--- config.mk ---
export PLATFORM = sky130hd
export DESIGN_NAME = warp_issue
export DESIGN_NICKNAME = d
export VERILOG_FILES = /design/src/common/exec_pkg.sv /design/src/common/issue_pkg.sv /design/src/issue/bundle_decode.sv /design/src/issue/reservation_table.sv /design/src/issue/dispatch_ctrl.sv /design/src/issue/xarith_port.sv /design/src/issue/xlogic_port.sv /design/src/verilog/warp_issue.sv
export SDC_FILE = /design/constraint.sdc
export NUM_CORES = 1
export LEC_CHECK = 0
export BUFFER_PORTS_ARGS = -buffer_cell sky130_fd_sc_hd__buf_4
export CORE_AREA = 5 5 296 298
export DETAILED_ROUTE_END_ITERATION = 8
export DIE_AREA = 0 0 301 303
export PLACE_DENSITY = 0.41
export SLEW_MARGIN = 0
export SYNTH_ARGS = -nofsm -noshare
export SYNTH_HDL_FRONTEND = slang
export SYNTH_HIERARCHICAL = 1
export SYNTH_SLANG_ARGS = --single-unit
--- constraint.sdc ---
create_clock -name i_clk -period 9.9 [get_ports i_clk]
set_input_delay 0.495 -clock i_clk [delete_from_list [all_inputs] [get_ports i_clk]]
set_output_delay 0.495 -clock i_clk [all_outputs]
set_load 0.05 [all_outputs]
--- src/common/exec_pkg.sv ---
`default_nettype none

package exec_pkg;

    // operation select for the integer arithmetic unit
    typedef enum logic [1:0] {
        XARITH_ADD    = 2'd0,
        XARITH_SLT    = 2'd1,
        XARITH_BRANCH = 2'd2,
        XARITH_PC     = 2'd3
    } xarith_op_e;

    // operation select for the integer logic unit
    typedef enum logic [2:0] {
        XLOGIC_AND  = 3'd0,
        XLOGIC_OR   = 3'd1,
        XLOGIC_XOR  = 3'd2,
        XLOGIC_PASS = 3'd3,
        XLOGIC_CLZ  = 3'd4
    } xlogic_op_e;

    // members are listed from the top bit down so opsel lands in the low bits
    typedef struct packed {
        logic       word;
        logic       branch_invert;
        logic       branch_equal;
        logic       branch_en;
        logic       cmp_mode;
        logic       is_unsigned;
        logic       sub;
        xarith_op_e opsel;
    } xarith_fields_t;

    typedef struct packed {
        logic       word;
        logic [1:0] sll;
        logic       invert;
        xlogic_op_e opsel;
    } xlogic_fields_t;

    // banksel picks the (rs1, rs2) read pair when low and (rs3, rs4) when high
    typedef struct packed {
        logic           banksel;
        logic           op1_sel;
        logic           op2_sel;
        logic           rd_wen;
        logic [63:0]    imm;
        logic [63:0]    pc_rdata;
        logic [63:0]    pc_wdata;
        xarith_fields_t fields;
        logic [4:0]     rd;
    } xarith_ctrl_t;

    // op1 of the logic unit is always rs1, so it carries no op1 select
    typedef struct packed {
        logic           banksel;
        logic           op2_sel;
        logic           rd_wen;
        logic [63:0]    imm;
        xlogic_fields_t fields;
        logic [4:0]     rd;
    } xlogic_ctrl_t;

endpackage

`default_nettype wire

--- src/common/issue_pkg.sv ---
`default_nettype none

package issue_pkg;

    localparam int unsigned XLEN     = 64;
    localparam int unsigned NUM_REGS = 32;
    localparam int unsigned REG_AW   = 5;
    localparam int unsigned IMM_W    = 32;

    typedef logic [REG_AW-1:0]   reg_addr_t;
    typedef logic [NUM_REGS-1:0] reg_mask_t;

    // execution unit that a bundle is sent to
    typedef enum logic {
        PIPE_XARITH = 1'b0,
        PIPE_XLOGIC = 1'b1
    } pipe_e;

    // op2_sel high means op2 comes from the immediate and rs2 is not read
    typedef struct packed {
        logic rd_wen;
        logic op2_sel;
        logic op1_sel;
    } shared_ctrl_t;

    // bundle as delivered by decode with rs1 in the lowest bits
    typedef struct packed {
        logic [XLEN-1:0]          pc_wdata;
        logic [XLEN-1:0]          pc_rdata;
        exec_pkg::xlogic_fields_t xlogic;
        exec_pkg::xarith_fields_t xarith;
        shared_ctrl_t             shared;
        pipe_e                    pipe;
        logic [IMM_W-1:0]         imm32;
        reg_addr_t                rd;
        reg_addr_t                rs2;
        reg_addr_t                rs1;
    } issue_bundle_t;

    // one bundle after decode with the immediate widened to XLEN
    typedef struct packed {
        pipe_e                    pipe;
        reg_addr_t                rd;
        logic [XLEN-1:0]          imm;
        shared_ctrl_t             shared;
        exec_pkg::xarith_fields_t xarith;
        exec_pkg::xlogic_fields_t xlogic;
        logic [XLEN-1:0]          pc_rdata;
        logic [XLEN-1:0]          pc_wdata;
    } decoded_bundle_t;

endpackage

`default_nettype wire

--- src/issue/bundle_decode.sv ---
`timescale 1ns/10ps
`default_nettype none

module bundle_decode (
    input  issue_pkg::issue_bundle_t   i_bundle,
    output issue_pkg::decoded_bundle_t o_decoded,
    output issue_pkg::reg_mask_t       o_hazard_mask,
    output issue_pkg::reg_mask_t       o_rd_mask
);

    localparam int unsigned EXT_W = issue_pkg::XLEN - issue_pkg::IMM_W;

    issue_pkg::reg_mask_t rs1_onehot;
    issue_pkg::reg_mask_t rs2_onehot;
    issue_pkg::reg_mask_t rd_onehot;
    logic [EXT_W-1:0]     imm_ext;

    // the encoded immediate is at most 32 bits and is widened with its sign bit
    assign imm_ext = {EXT_W{i_bundle.imm32[issue_pkg::IMM_W-1]}};

    always_comb begin
        o_decoded.pipe     = i_bundle.pipe;
        o_decoded.rd       = i_bundle.rd;
        o_decoded.imm      = {imm_ext, i_bundle.imm32};
        o_decoded.shared   = i_bundle.shared;
        o_decoded.xarith   = i_bundle.xarith;
        o_decoded.xlogic   = i_bundle.xlogic;
        o_decoded.pc_rdata = i_bundle.pc_rdata;
        o_decoded.pc_wdata = i_bundle.pc_wdata;
    end

    assign rs1_onehot = issue_pkg::reg_mask_t'(1) << i_bundle.rs1;
    assign rd_onehot  = issue_pkg::reg_mask_t'(1) << i_bundle.rd;

    // rs2 is not read at all when op2 is taken from the immediate
    assign rs2_onehot = (issue_pkg::reg_mask_t'(1) << i_bundle.rs2)
                      & {issue_pkg::NUM_REGS{!i_bundle.shared.op2_sel}};

    // a bundle waits on its sources (RAW) and on its destination (WAW)
    assign o_hazard_mask = rs1_onehot | rs2_onehot | rd_onehot;

    // x0 is hardwired to zero and must never be reserved
    assign o_rd_mask = rd_onehot & ~issue_pkg::reg_mask_t'(1);

endmodule

`default_nettype wire

--- src/issue/reservation_table.sv ---
`timescale 1ns/10ps
`default_nettype none

module reservation_table (
    input  wire                  i_clk,
    input  wire                  i_rst_n,
    input  issue_pkg::reg_mask_t i_hazard_mask0,
    input  issue_pkg::reg_mask_t i_hazard_mask1,
    input  issue_pkg::reg_mask_t i_rd_mask0,
    input  issue_pkg::reg_mask_t i_rd_mask1,
    input  wire                  i_transmit0,
    input  wire                  i_transmit1,
    input  issue_pkg::reg_mask_t i_retire0,
    input  issue_pkg::reg_mask_t i_retire1,
    output logic                 o_clear0,
    output logic                 o_clear1
);

    // one bit per register whose write is still in flight
    issue_pkg::reg_mask_t reservation_q;
    issue_pkg::reg_mask_t reservation_d;
    issue_pkg::reg_mask_t retire;
    issue_pkg::reg_mask_t reserve;

    assign retire = i_retire0 | i_retire1;

    // destinations of the bundles leaving this cycle become reserved
    assign reserve = (i_rd_mask0 & {issue_pkg::NUM_REGS{i_transmit0}})
                   | (i_rd_mask1 & {issue_pkg::NUM_REGS{i_transmit1}});

    // a retire and a new reservation of the same register in one cycle
    // leaves the register reserved for the newer instruction
    assign reservation_d = (reservation_q & ~retire) | reserve;

    always_ff @(posedge i_clk or negedge i_rst_n) begin
        if (!i_rst_n) begin
            reservation_q <= '0;
        end else begin
            reservation_q <= reservation_d;
        end
    end

    // WAR cannot happen here since reads happen strictly before writes
    // and dispatch is in order, so only RAW and WAW are checked
    assign o_clear0 = (reservation_q & i_hazard_mask0) == '0;
    assign o_clear1 = (reservation_q & i_hazard_mask1) == '0;

endmodule

`default_nettype wire

--- src/issue/dispatch_ctrl.sv ---
`timescale 1ns/10ps
`default_nettype none

module dispatch_ctrl (
    input  wire                  i_clk,
    input  wire                  i_rst_n,
    input  wire                  i_input_valid,
    input  issue_pkg::pipe_e     i_pipe0,
    input  issue_pkg::pipe_e     i_pipe1,
    input  issue_pkg::reg_addr_t i_rd0,
    input  issue_pkg::reg_addr_t i_rd1,
    input  wire                  i_clear0,
    input  wire                  i_clear1,
    input  wire                  i_xarith_ready,
    input  wire                  i_xlogic_ready,
    output logic                 o_transmit0,
    output logic                 o_transmit1,
    output logic                 o_xarith_fire,
    output logic                 o_xlogic_fire,
    output logic                 o_xarith_src1,
    output logic                 o_xlogic_src1,
    output logic                 o_input_ready
);

    // tracks whether bundle 0 of the current pair has already left
    typedef enum logic {
        PAIR_OPEN    = 1'b0,
        PAIR_B0_DONE = 1'b1
    } pair_state_e;

    pair_state_e state_q;
    pair_state_e state_d;
    logic        b0_done;
    logic        b0_dispatch;
    logic        b1_dispatch;
    logic        b0_unit_ready;
    logic        b1_unit_ready;
    logic        pair_ok;
    logic        b0_to_xarith;
    logic        b1_to_xarith;

    assign b0_done = (state_q == PAIR_B0_DONE);

    assign b0_to_xarith = (i_pipe0 == issue_pkg::PIPE_XARITH);
    assign b1_to_xarith = (i_pipe1 == issue_pkg::PIPE_XARITH);

    assign b0_unit_ready = b0_to_xarith ? i_xarith_ready : i_xlogic_ready;
    assign b1_unit_ready = b1_to_xarith ? i_xarith_ready : i_xlogic_ready;

    // bundle 0 goes once its operands and destination are free
    assign b0_dispatch = i_input_valid && !b0_done && i_clear0;
    assign o_transmit0 = b0_dispatch && b0_unit_ready;

    // while bundle 0 is still here, bundle 1 may only go alongside it if
    // the two use different units and write different registers
    // once bundle 0 has left, its rd is in the scoreboard and covers WAW
    assign pair_ok = b0_done || ((i_rd0 != i_rd1) && (i_pipe0 != i_pipe1));

    // bundle 1 never overtakes bundle 0
    assign b1_dispatch = i_input_valid && i_clear1 && pair_ok
                      && (o_transmit0 || b0_done);
    assign o_transmit1 = b1_dispatch && b1_unit_ready;

    // both bundles never reach the same unit in one cycle
    assign o_xarith_fire = (o_transmit0 && b0_to_xarith) || (o_transmit1 && b1_to_xarith);
    assign o_xlogic_fire = (o_transmit0 && !b0_to_xarith) || (o_transmit1 && !b1_to_xarith);

    assign o_xarith_src1 = o_transmit1 && b1_to_xarith;
    assign o_xlogic_src1 = o_transmit1 && !b1_to_xarith;

    // the pair is consumed when its second bundle leaves
    assign o_input_ready = o_transmit1;

    always_comb begin
        state_d = state_q;
        if (o_transmit1) begin
            state_d = PAIR_OPEN;
        end else if (o_transmit0) begin
            state_d = PAIR_B0_DONE;
        end
    end

    always_ff @(posedge i_clk or negedge i_rst_n) begin
        if (!i_rst_n) begin
            state_q <= PAIR_OPEN;
        end else begin
            state_q <= state_d;
        end
    end

endmodule

`default_nettype wire

--- src/issue/xarith_port.sv ---
`timescale 1ns/10ps
`default_nettype none

module xarith_port (
    input  wire                        i_clk,
    input  wire                        i_rst_n,
    input  issue_pkg::decoded_bundle_t i_bundle0,
    input  issue_pkg::decoded_bundle_t i_bundle1,
    input  wire                        i_transmit,
    input  wire                        i_src1,
    output exec_pkg::xarith_ctrl_t     o_ctrl,
    output logic                       o_valid
);

    issue_pkg::decoded_bundle_t sel;
    exec_pkg::xarith_ctrl_t     ctrl_d;

    assign sel = i_src1 ? i_bundle1 : i_bundle0;

    // banksel points the unit at the read pair of the bundle it received
    always_comb begin
        ctrl_d.banksel  = i_src1;
        ctrl_d.op1_sel  = sel.shared.op1_sel;
        ctrl_d.op2_sel  = sel.shared.op2_sel;
        ctrl_d.rd_wen   = sel.shared.rd_wen;
        ctrl_d.imm      = sel.imm;
        ctrl_d.pc_rdata = sel.pc_rdata;
        ctrl_d.pc_wdata = sel.pc_wdata;
        ctrl_d.fields   = sel.xarith;
        ctrl_d.rd       = sel.rd;
    end

    // the control word holds the last bundle sent to this unit
    always_ff @(posedge i_clk) begin
        if (i_transmit) begin
            o_ctrl <= ctrl_d;
        end
    end

    always_ff @(posedge i_clk or negedge i_rst_n) begin
        if (!i_rst_n) begin
            o_valid <= 1'b0;
        end else begin
            o_valid <= i_transmit;
        end
    end

endmodule

`default_nettype wire

--- src/issue/xlogic_port.sv ---
`timescale 1ns/10ps
`default_nettype none

module xlogic_port (
    input  wire                        i_clk,
    input  wire                        i_rst_n,
    input  issue_pkg::decoded_bundle_t i_bundle0,
    input  issue_pkg::decoded_bundle_t i_bundle1,
    input  wire                        i_transmit,
    input  wire                        i_src1,
    output exec_pkg::xlogic_ctrl_t     o_ctrl,
    output logic                       o_valid
);

    issue_pkg::decoded_bundle_t sel;
    exec_pkg::xlogic_ctrl_t     ctrl_d;

    assign sel = i_src1 ? i_bundle1 : i_bundle0;

    // the logic unit takes op1 from rs1 and has no use for the PCs
    always_comb begin
        ctrl_d.banksel = i_src1;
        ctrl_d.op2_sel = sel.shared.op2_sel;
        ctrl_d.rd_wen  = sel.shared.rd_wen;
        ctrl_d.imm     = sel.imm;
        ctrl_d.fields  = sel.xlogic;
        ctrl_d.rd      = sel.rd;
    end

    always_ff @(posedge i_clk) begin
        if (i_transmit) begin
            o_ctrl <= ctrl_d;
        end
    end

    always_ff @(posedge i_clk or negedge i_rst_n) begin
        if (!i_rst_n) begin
            o_valid <= 1'b0;
        end else begin
            o_valid <= i_transmit;
        end
    end

endmodule

`default_nettype wire

--- src/verilog/warp_issue.sv ---
`timescale 1ns/10ps
`default_nettype none

module warp_issue (
    input  wire                             i_clk,
    input  wire                             i_rst_n,
    // pair of bundles from decode, held until o_input_ready
    input  wire                             i_input_valid,
    input  issue_pkg::issue_bundle_t        i_bundle0,
    input  issue_pkg::issue_bundle_t        i_bundle1,
    output logic                            o_input_ready,
    // register file read addresses, bundle 0 rs1/rs2 then bundle 1 rs1/rs2
    output issue_pkg::reg_addr_t [3:0]      o_rs_addr,
    // integer arithmetic unit
    output exec_pkg::xarith_ctrl_t          o_xarith_ctrl,
    output logic                            o_xarith_valid,
    input  wire                             i_xarith_ready,
    // integer logic unit
    output exec_pkg::xlogic_ctrl_t          o_xlogic_ctrl,
    output logic                            o_xlogic_valid,
    input  wire                             i_xlogic_ready,
    // registers released by the units as their instructions retire
    input  issue_pkg::reg_mask_t            i_inst0_retire,
    input  issue_pkg::reg_mask_t            i_inst1_retire
);

    issue_pkg::decoded_bundle_t dec0;
    issue_pkg::decoded_bundle_t dec1;
    issue_pkg::reg_mask_t       hazard_mask0;
    issue_pkg::reg_mask_t       hazard_mask1;
    issue_pkg::reg_mask_t       rd_mask0;
    issue_pkg::reg_mask_t       rd_mask1;
    logic                       clear0;
    logic                       clear1;
    logic                       transmit0;
    logic                       transmit1;
    logic                       xarith_fire;
    logic                       xlogic_fire;
    logic                       xarith_src1;
    logic                       xlogic_src1;

    // reads are presented straight from the pair so data is there on dispatch
    assign o_rs_addr[0] = i_bundle0.rs1;
    assign o_rs_addr[1] = i_bundle0.rs2;
    assign o_rs_addr[2] = i_bundle1.rs1;
    assign o_rs_addr[3] = i_bundle1.rs2;

    bundle_decode u_decode0 (
        .i_bundle      (i_bundle0),
        .o_decoded     (dec0),
        .o_hazard_mask (hazard_mask0),
        .o_rd_mask     (rd_mask0)
    );

    bundle_decode u_decode1 (
        .i_bundle      (i_bundle1),
        .o_decoded     (dec1),
        .o_hazard_mask (hazard_mask1),
        .o_rd_mask     (rd_mask1)
    );

    reservation_table u_reservation (
        .i_clk          (i_clk),
        .i_rst_n        (i_rst_n),
        .i_hazard_mask0 (hazard_mask0),
        .i_hazard_mask1 (hazard_mask1),
        .i_rd_mask0     (rd_mask0),
        .i_rd_mask1     (rd_mask1),
        .i_transmit0    (transmit0),
        .i_transmit1    (transmit1),
        .i_retire0      (i_inst0_retire),
        .i_retire1      (i_inst1_retire),
        .o_clear0       (clear0),
        .o_clear1       (clear1)
    );

    dispatch_ctrl u_dispatch (
        .i_clk          (i_clk),
        .i_rst_n        (i_rst_n),
        .i_input_valid  (i_input_valid),
        .i_pipe0        (dec0.pipe),
        .i_pipe1        (dec1.pipe),
        .i_rd0          (dec0.rd),
        .i_rd1          (dec1.rd),
        .i_clear0       (clear0),
        .i_clear1       (clear1),
        .i_xarith_ready (i_xarith_ready),
        .i_xlogic_ready (i_xlogic_ready),
        .o_transmit0    (transmit0),
        .o_transmit1    (transmit1),
        .o_xarith_fire  (xarith_fire),
        .o_xlogic_fire  (xlogic_fire),
        .o_xarith_src1  (xarith_src1),
        .o_xlogic_src1  (xlogic_src1),
        .o_input_ready  (o_input_ready)
    );

    xarith_port u_xarith_port (
        .i_clk      (i_clk),
        .i_rst_n    (i_rst_n),
        .i_bundle0  (dec0),
        .i_bundle1  (dec1),
        .i_transmit (xarith_fire),
        .i_src1     (xarith_src1),
        .o_ctrl     (o_xarith_ctrl),
        .o_valid    (o_xarith_valid)
    );

    xlogic_port u_xlogic_port (
        .i_clk      (i_clk),
        .i_rst_n    (i_rst_n),
        .i_bundle0  (dec0),
        .i_bundle1  (dec1),
        .i_transmit (xlogic_fire),
        .i_src1     (xlogic_src1),
        .o_ctrl     (o_xlogic_ctrl),
        .o_valid    (o_xlogic_valid)
    );

endmodule

`default_nettype wire

After elaboration in Yosys (flattened, before gate mapping)
Cells that the tools add are included.
{"block": "totals", "register_bits": 324, "in_bits": 459, "output_inout_bits": 312, "wordCells": 82}
{"block": "op_classes", "eq_ne": 2, "shifts": 6, "n_mux": 6, "n_bitwise": 17, "n_reduce_logical": 22}
{"cell": "216-bit 2-to-1 mux", "count": 2}
{"cell": "32-bit bitwise AND", "count": 7}
{"cell": "32-bit OR", "count": 7}
{"cell": "1-bit by 5-bit << shifter with 32-bit output (first input constant)", "count": 6}
{"cell": "32-bit zero test", "count": 2}
{"cell": "32-bit inverter", "count": 1}
{"cell": "1-bit logical AND", "count": 12}
{"cell": "5-bit != test", "count": 1}
{"cell": "1-bit logical OR", "count": 4}
{"cell": "1-bit 2-to-1 mux", "count": 4}
{"cell": "1-bit zero test", "count": 3}
{"cell": "1-bit inverter", "count": 2}
{"cell": "2-bit nonzero test", "count": 1}
{"cell": "1-bit != test", "count": 1}

Logic depth before layout (Yosys ltp)
Gate-level depths: netlist of run 1.
{"block": "logic_depth", "ltp_word": 14, "depth_mapped": 15}

Cells and area by module
The synthesis of run 1 kept the hierarchy.
{"module": "xarith_port", "instances": 1, "cells_each": 443, "area_each_um2": 9290.2, "seq_area_each_um2": 6331.1}
{"module": "bundle_decode", "instances": 2, "cells_each": 337, "area_each_um2": 2464.9, "seq_area_each_um2": 0.0}
{"module": "xlogic_port", "instances": 1, "cells_each": 167, "area_each_um2": 3420.8, "seq_area_each_um2": 2397.3}
{"module": "reservation_table", "instances": 1, "cells_each": 144, "area_each_um2": 1711.6, "seq_area_each_um2": 800.8}
{"module": "dispatch_ctrl", "instances": 1, "cells_each": 39, "area_each_um2": 276.5, "seq_area_each_um2": 25.0}
{"module": "warp_issue", "instances": 1, "cells_each": 20, "area_each_um2": 150.1, "seq_area_each_um2": 0.0}

Least setup slack after synthesis of run 1
No wires, ideal clock.
{"block": "synth_timing", "kind": "input to register", "startpoint": "input i_bundle0[13] (netlist bit)", "endpoint": "register u_xlogic_port.o_valid", "setup_ns": 0.707, "arrival_time_ns": 7.702, "required_ns": 9.193, "setup_slack_ns": 1.491, "path_stages": 11, "cell_sequence": "buf_4 or3b_4 nor2_2 a221o_1 a22oi_1 nand4_1 nor4_2 nand2_1 nor3_1 o31ai_1 o21ai_0"}
{"block": "synth_via", "elab_chain_cells": 11, "word_cells_on_any_way": 16, "cone_classes": "eq/ne: 1; shift: 1; bitwise: 2; reduce/logical: 12"}
{"item": "start: declaration", "line_no": "warp_issue.sv:9", "source": "input issue_pkg::issue_bundle_t i_bundle0,"}
{"item": "1-bit by 5-bit << shifter with 32-bit output *", "line_no": "bundle_decode.sv:33", "source": "assign rd_onehot = issue_pkg::reg_mask_t'(1) << i_bundle.rd;"}
{"item": "named net rd_mask0[10]", "line_no": "warp_issue.sv:31", "source": "issue_pkg::reg_mask_t rd_mask0;"}
{"item": "32-bit OR *", "line_no": "bundle_decode.sv:40", "source": "assign o_hazard_mask = rs1_onehot | rs2_onehot | rd_onehot;"}
{"item": "named net hazard_mask0[10]", "line_no": "warp_issue.sv:29", "source": "issue_pkg::reg_mask_t hazard_mask0;"}
{"item": "32-bit bitwise AND *", "line_no": "reservation_table.sv:45", "source": "assign o_clear0 = (reservation_q & i_hazard_mask0) == '0;"}
{"item": "32-bit zero test *", "line_no": "reservation_table.sv:45"}
{"item": "named net clear0", "line_no": "warp_issue.sv:33", "source": "logic clear0;"}
{"item": "1-bit logical AND *", "line_no": "dispatch_ctrl.sv:51", "source": "assign b0_dispatch = i_input_valid && !b0_done && i_clear0;"}
{"item": "1-bit logical AND *", "line_no": "dispatch_ctrl.sv:52", "source": "assign o_transmit0 = b0_dispatch && b0_unit_ready;"}
{"item": "1-bit logical OR", "line_no": "dispatch_ctrl.sv:61", "source": "&& (o_transmit0 || b0_done);"}
{"item": "1-bit logical AND", "line_no": "dispatch_ctrl.sv:61"}
{"item": "1-bit logical AND", "line_no": "dispatch_ctrl.sv:62", "source": "assign o_transmit1 = b1_dispatch && b1_unit_ready;"}
{"item": "1-bit logical AND", "line_no": "dispatch_ctrl.sv:66", "source": "assign o_xlogic_fire = (o_transmit0 && !b0_to_xarith) || (o_transmit1 && !b1_to_xarith);"}
{"item": "1-bit logical OR *", "line_no": "dispatch_ctrl.sv:66"}
{"item": "named net xlogic_fire", "line_no": "warp_issue.sv:38", "source": "logic xlogic_fire;"}
{"item": "end signal: assignment", "line_no": "xlogic_port.sv:40", "source": "o_valid <= i_transmit;"}
{"item": "end: declaration", "line_no": "xlogic_port.sv:12", "source": "output logic o_valid"}
The timed path passes the listed nets; every way through them passes the cells marked *.
A chain may end at the register's enable or synchronous reset.

==> flow_summary.toml, run 1 <==
[run_status]
status = "finished, final reports clean"

[layout]
num-nets-final = 2255
fillCellCount = 8738
seqCellArea_mm2 = 0.00955
layout-drive-gt1-share_pct = 63.5
stdcell_count = 2981
multiInputGateArea_mm2 = 0.00638
area_delta_synth_final_pct = 24.8

[synth]
synth_area_leader_cell = "edfxtp_1"
yosysSeqAreaShare_pct = 48.3
yosysMostFrequentCell = "buf_4"
synth_cell_types = 53
synthesis.nets = 1946
synth_commonest_cells = "buf_4 (464), edfxtp_1 (289), mux2_2 (167)"
ys_seq_elements = 324
ys_async_sr_fraction_pct = 10.8
synthFlopType = "edfxtp_1"
synth_top_area_share_pct = 43.9
synth-edff-count = 289
avgSynthCellArea_um2 = 13.3
yosysWarnings = 6
synth_area_leaders = "edfxtp_1 (44%), buf_4 (18%), mux2_2 (9.5%), mux2_4 (9.1%), dfrtp_1 (4.4%)"
syn_inst = 1487
syn_area_mm2 = 0.0198

[floorplan]
coreArea_mm2 = 0.0846
die-area_mm2 = 0.0912
row_count = 107
dieWidth_um = 301
start_util_pct = 23.4
io_pins = 771
die_h_um = 303

[sta]
fin_ws_ns = 4.61
fin_tns_setup_ns = 0
rsz0062_at_grt = "false"
hold_viol_final = 0
fmax_mhz = 189
finalCritPeriodShare_pct = 53.5
worst_slew_pin_slew_ns = 1.11
skew_ns = 0.0212
drv_slew = 0
setup_viol = 0
maxSlewHeadroom_pct = 25.7
min_period_ns = 5.29

[clock_network]
cts_inserted_buffers = 45
postCtsSetupBuffers = 0
numClockSinks = 324
clock_path_buffers = 3
clk_transition_reported_paths_ns = 0.06
cts_tree = "yes"
ctsResizeCount = 0
clk_latency_ns = 0.59
root_buffer = "clkbuf_16"
ctsHtreeMaxLevel = 2

[setup_path]
path_max_fanout = 52
ff2ff_path_depth = 10
crit_end = "u_xarith_port/o_ctrl[33]"
crit_arrival_ns = 5.61
critical_path_required_ns = 10.22
path_class = "input pin to register"
crit_start = "i_bundle1[14]"
r2r_start = "u_reservation/reservation_q[10]"
rr_endpoint = "u_xarith_port/o_ctrl[33]"
startpoint_type = "input pin"
critPathCaptureType = "register"
rrSetupSlack_ns = 5.16

[placed_design]
place_inst = 2892
portBuffers = 770
dp_hpwl_mm = 63.1
dp_slack_ns = 4.06
gp_congestion = 0.938

[routing]
postRouteAntennaNets = 0
drc_errors = 0
wirelength_mm = 80.7
vias_per_cell = 4.36
first_pass_iters = 5
dr_total_vias = 13000
wl_per_cell_um = 27.1
drt_iter0_markers = 1148

[grt]
antenna_found_initial = 25
grt.total_usage_pct = 16.5
grt_pass1_vias = 13400
grt_max_degree = 156
grt_first_pass_wirelength_mm = 108
grt.overflow.total = 0

[power_and_ir_drop]
p_sw_uw = 1530
pwr-share-comb_pct = 27.6
leakage_uw = 0.00980
powerDensity_mw_per_mm2 = 185
irDropWorstVdd_mv = 0.112
power_uw = 4560
seqPwrFrac_pct = 37.9
p_sw_share_pct = 33.5
pwr-share-clk_pct = 34.5
internal_power_uw = 3030

[worst_hold_path]
hold_class = "input pin to register"

[flow_run]
cap_violations = 0
==> stage by stage <==
step | instance area [um^2] | util [%] | hold slack [ns]
6_report | 24700 | 29.2 | 0.206
5_1_grt | 24700 | 29.1 | 0.167
4_1_cts | 24700 | 29.1 | 0.154
3_5_place_dp | 23200 | 27.5 | 0.535
3_3_place_gp | 23200 | 27.5 | 0.543
2_1_floorplan | 19800 | - | 0.199
==> per-layer routing <==
layer / wire [um] / GRT usage [%] / vias up
li1: - / - / 5718
met1: 27700 / 17.1 / 6372
met2: 41700 / 30.2 / 716
met3: 8370 / 6.93 / 159
met4: 2700 / 5.20 / 30
met5: 210 / 0 / -
==> worst max-delay path, cell delays in order <==
cell      delay, ns
buf_4          0.13
nand2b_1       0.47
nor2_1         0.18
a221o_1        0.30
a22oi_1        0.20
nand4_1        0.23
nor4_2         0.48
nand2_1        0.17
nor3_1         0.45
o21a_4         0.45
buf_4          0.75
buf_4          0.68
mux2_2         0.41
==> state kept, by name, indices dropped and copies added, names as in the netlist <==
| signal | count |
|---|---|
| u_xarith_port/o_ctrl | 210 |
| u_reservation/reservation_q | 32 |
| u_dispatch/b0_done | 1 |
| u_xarith_port/o_valid | 1 |
| u_xlogic_port/o_valid | 1 |
| u_xlogic_port/o_ctrl | 79 |
==> worst min path at each step <==
stage | start | endpoint | slack (ns) | depth (start not counted)
3_3_place_gp | i_rst_n | u_reservation/reservation_q[30] | 0.54 | 1
3_5_place_dp | i_rst_n | u_reservation/reservation_q[25] | 0.54 | 1
4_1_cts | i_bundle0[72] | u_xarith_port/o_ctrl[83] | 0.15 | 2
6_report | i_bundle0[72] | u_xarith_port/o_ctrl[83] | 0.21 | 2
2_1_floorplan | i_rst_n | u_dispatch/b0_done | 0.20 | 0
5_1_grt | i_bundle0[146] | u_xarith_port/o_ctrl[29] | 0.17 | 2
==> power by group through the flow <==
stage | Combinational (uW) | Sequential (uW) | Clock, uW
after floorplan | 479 | 2190 | 0
after global placement | 1280 | 1750 | 0
after detailed placement | 1280 | 1750 | 0
after CTS | 1280 | 1730 | 1640
after global routing | 1310 | 1740 | 1690
final | 1260 | 1730 | 1570
==> timing repair <==
action	in CTS	in global routing
endpoints found under the setup margin	0	0
endpoints found under the hold margin	35	0
hold buffers	1	0
==> layout make-up <==
class | instances | area share, %
repair buffers | 780 | 23.8
clock buffers | 59 | 4.90
well taps | 1144 | 5.80
clock inverters | 21 | 0.806
multi-input cells | 643 | 25.9
inverters | 2 | 0.0304
flip-flops and latches | 324 | 38.7
diodes | 8 | 0.0811
==> kinds of logic (layout without fill, tap and decap cells) <==
logic type,after synthesis,in the layout,share of synthesized area [%]
AOI/OAI and AO/OA,151,151,6.74
xor gates and xnor gates,2,2,0.0886
buffers and inverters,520,862,19.6
DFF,324,324,48.3
muxes,288,288,18.7
other,2,10,0.0380
and+or+nand+nor,200,200,6.53
==> cell usage in the layout (no fill, tap or decap), types with 6 or more instances in the layout <==
| master | n |
|---|---|
| a221o_1 | 86 |
| a22oi_1 | 42 |
| diode_2 | 8 |
| nor2_2 | 8 |
| clkbuf_16 | 46 |
| clkbuf_1 | 12 |
| clkinv_1 | 9 |
| mux2_4 | 120 |
| nor3_1 | 14 |
| mux2_2 | 167 |
| nor4b_2 | 6 |
| nand2_1 | 12 |
| nor3b_1 | 37 |
| nor2_1 | 54 |
| dfrtp_1 | 35 |
| nand2b_1 | 8 |
| nor2b_1 | 11 |
| nand4_1 | 8 |
| buf_4 | 778 |
| edfxtp_1 | 289 |
| o21ai_0 | 6 |
(Power assumes the default switching activity.)
==> run 2: changes to the inputs <==
==> constraint.sdc (replaced) <==
create_clock -name i_clk -period 4.9 [get_ports i_clk]
set_input_delay 0.245 -clock i_clk [delete_from_list [all_inputs] [get_ports i_clk]]
set_output_delay 0.245 -clock i_clk [all_outputs]
set_load 0.05 [all_outputs]
==> run 2 against run 1 <==
Compared with the run above:
- sequential power is 100% higher
- die area unchanged
- total power up 110%
- clock skew hardly changed
- routed wire length is 1.5% higher
- utilization is 4.8 points higher
- register-to-register slack lost 4.4 ns
- critical path type unchanged
- largest power group unchanged
==> flow_summary.toml, run 2 (synthesis gave the netlist of run 1 again) <==
[layout]
num-nets-final = 2652
final_common_cell = "buf_4"
final_cell_mix = "buf_4 (780), dlygate4sd3_1 (386), edfxtp_1 (289)"
top_register = "u_xarith_port/o_ctrl"
layout-drive-gt1-share_pct = 52.9
top_regs = "u_xarith_port/o_ctrl: 210 flops, u_xlogic_port/o_ctrl: 79 flops, u_reservation/reservation_q: 32 flops"
fillCellCount = 8457
largest_register_ffs = 210
area_delta_synth_final_pct = 45.4

[floorplan]
io_pins = 771
row_count = 107
die_h_um = 303
coreArea_mm2 = 0.0846
start_util_pct = 23.4
dieWidth_um = 301
die-area_mm2 = 0.0912

[clock_network]
hold_buffers = 386
root_buffer = "clkbuf_16"
postCtsSetupBuffers = 0
ctsResizeCount = 0
clock_path_buffers = 3
numClockSinks = 324
cts_inserted_buffers = 43
clk_transition_reported_paths_ns = 0.05
ctsHtreeMaxLevel = 2
cts_tree = "yes"
clk_latency_ns = 0.58

[power_and_ir_drop]
leakage_uw = 0.0115
powerDensity_mw_per_mm2 = 333
irDropWorstVdd_mv = 0.234
power_uw = 9570

[run_status]
status = "finished, final reports clean"

[routing]
wirelength_mm = 81.9
vias_per_cell = 4.28
drt_iter0_markers = 985
drc_errors = 0
first_pass_iters = 5
dr_total_vias = 14400
postRouteAntennaNets = 0
wl_per_cell_um = 24.3

[setup_path]
startpoint_type = "input pin"
path_class = "input pin to register"
critPathMaxStageDelay_ns = 0.56
critPathCaptureType = "register"
path_max_fanout = 32
path_cells = "buf_4 -> or2_1 -> nor2_1 -> a221o_1 -> a22oi_1 -> nand4_1 -> nor4_2 -> nand2_1 -> nor3_1 -> o31a_1 -> o21a_4 -> buf_12 -> buf_4 -> mux2_4 -> dlygate4sd3_1"
crit_arrival_ns = 4.70
cpMostUsedCell = "buf_4"
critical_path_required_ns = 5.23
slowest_stage = "dlygate4sd3_1"

[sta]
worst_slew_pin_slew_ns = 0.932
setup_viol = 0
rsz0062_at_grt = "false"
finalCritPeriodShare_pct = 89.3
hold_viol_final = 0
maxSlewHeadroom_pct = 37.7
fmax_mhz = 229
min_period_ns = 4.38
fin_tns_setup_ns = 0
skew_ns = 0.0212
drv_slew = 0
fin_ws_ns = 0.525

[grt]
grt_pass1_vias = 15400
grt.overflow.total = 0
grt_max_degree = 90
grt.total_usage_pct = 16.7
antenna_found_initial = 6
grt_first_pass_wirelength_mm = 112

[placed_design]
gp_congestion = 0.911
portBuffers = 770
dp_slack_ns = 0.502
dp_hpwl_mm = 62.2

[flow_run]
cap_violations = 0

[worst_hold_path]
hold_class = "input pin to register"
run 2: critical path: cells and delay by family:
family / cells / cell delay (ns)
AND/OR/NAND/NOR: 6 / 1.78
AO/OA/AOI/OAI: 4 / 1.05
buffers and inverters: 4 / 1.25
multiplexers: 1 / 0.32
run 2: final cells by class:
cell class	instances	area (um^2)	share of cell area (%)
Tap cell	1144	1430	4.98
Antenna cell	4	10.0	0.0348
Multi-Input combinational cell	643	6390	22.2
Clock inverter	24	274	0.953
Timing Repair Buffer	1179	9980	34.7
Sequential cell	324	9550	33.2
Inverter	2	7.51	0.0261
Clock buffer	51	1110	3.85
run 2: path summary, 6_finish.rpt:
path	cells after the start	endpoint	slack, ns	startpoint
worst max-delay path	15	u_xarith_port/o_ctrl[151]	0.52	i_bundle0[11]
worst min-delay path	2	u_xlogic_port/o_ctrl[4]	0.06	i_bundle1[14]
worst max register to register	11	u_xarith_port/o_ctrl[151]	0.72	u_reservation/reservation_q[5]
worst min register to register	2	u_dispatch/b0_done	0.75	u_dispatch/b0_done
max in group asynchronous	2	u_xarith_port/o_valid	4.28	i_rst_n
min in group asynchronous	2	u_reservation/reservation_q[10]	0.22	i_rst_n
run 2: routing by layer:
layer  part of all wire [%]  wire, um  global-route usage (%)  vias to the layer above
met3                    8.2      6680                    5.13                      124
met5                  0.054        44                       0                        -
li1                       -         -                       -                     6510
met1                     36     29600                    18.0                     7136
met4                    3.3      2670                    5.26                        6
met2                     52     42800                    31.2                      643
run 2: stage by stage:
stage                     utilization, %  std cells  instance area [um^2]  hold WS (ns)
after floorplan                        -       1487                 19800       -0.0506
after global placement              27.8       2906                 23500         0.283
after detailed placement            27.8       2906                 23500         0.297
after CTS                           34.0       3367                 28700       0.00461
after global routing                34.0       3369                 28700        0.0150
final                               34.0       3371                 28800        0.0573
run 2: report_power, final:
group,switching (uW),leakage [uW],internal (uW),total (uW)
sequential,93.3,0.00314,3390,3480
clock,1310,0.000667,1840,3150
combinational,1750,0.00769,1190,2940
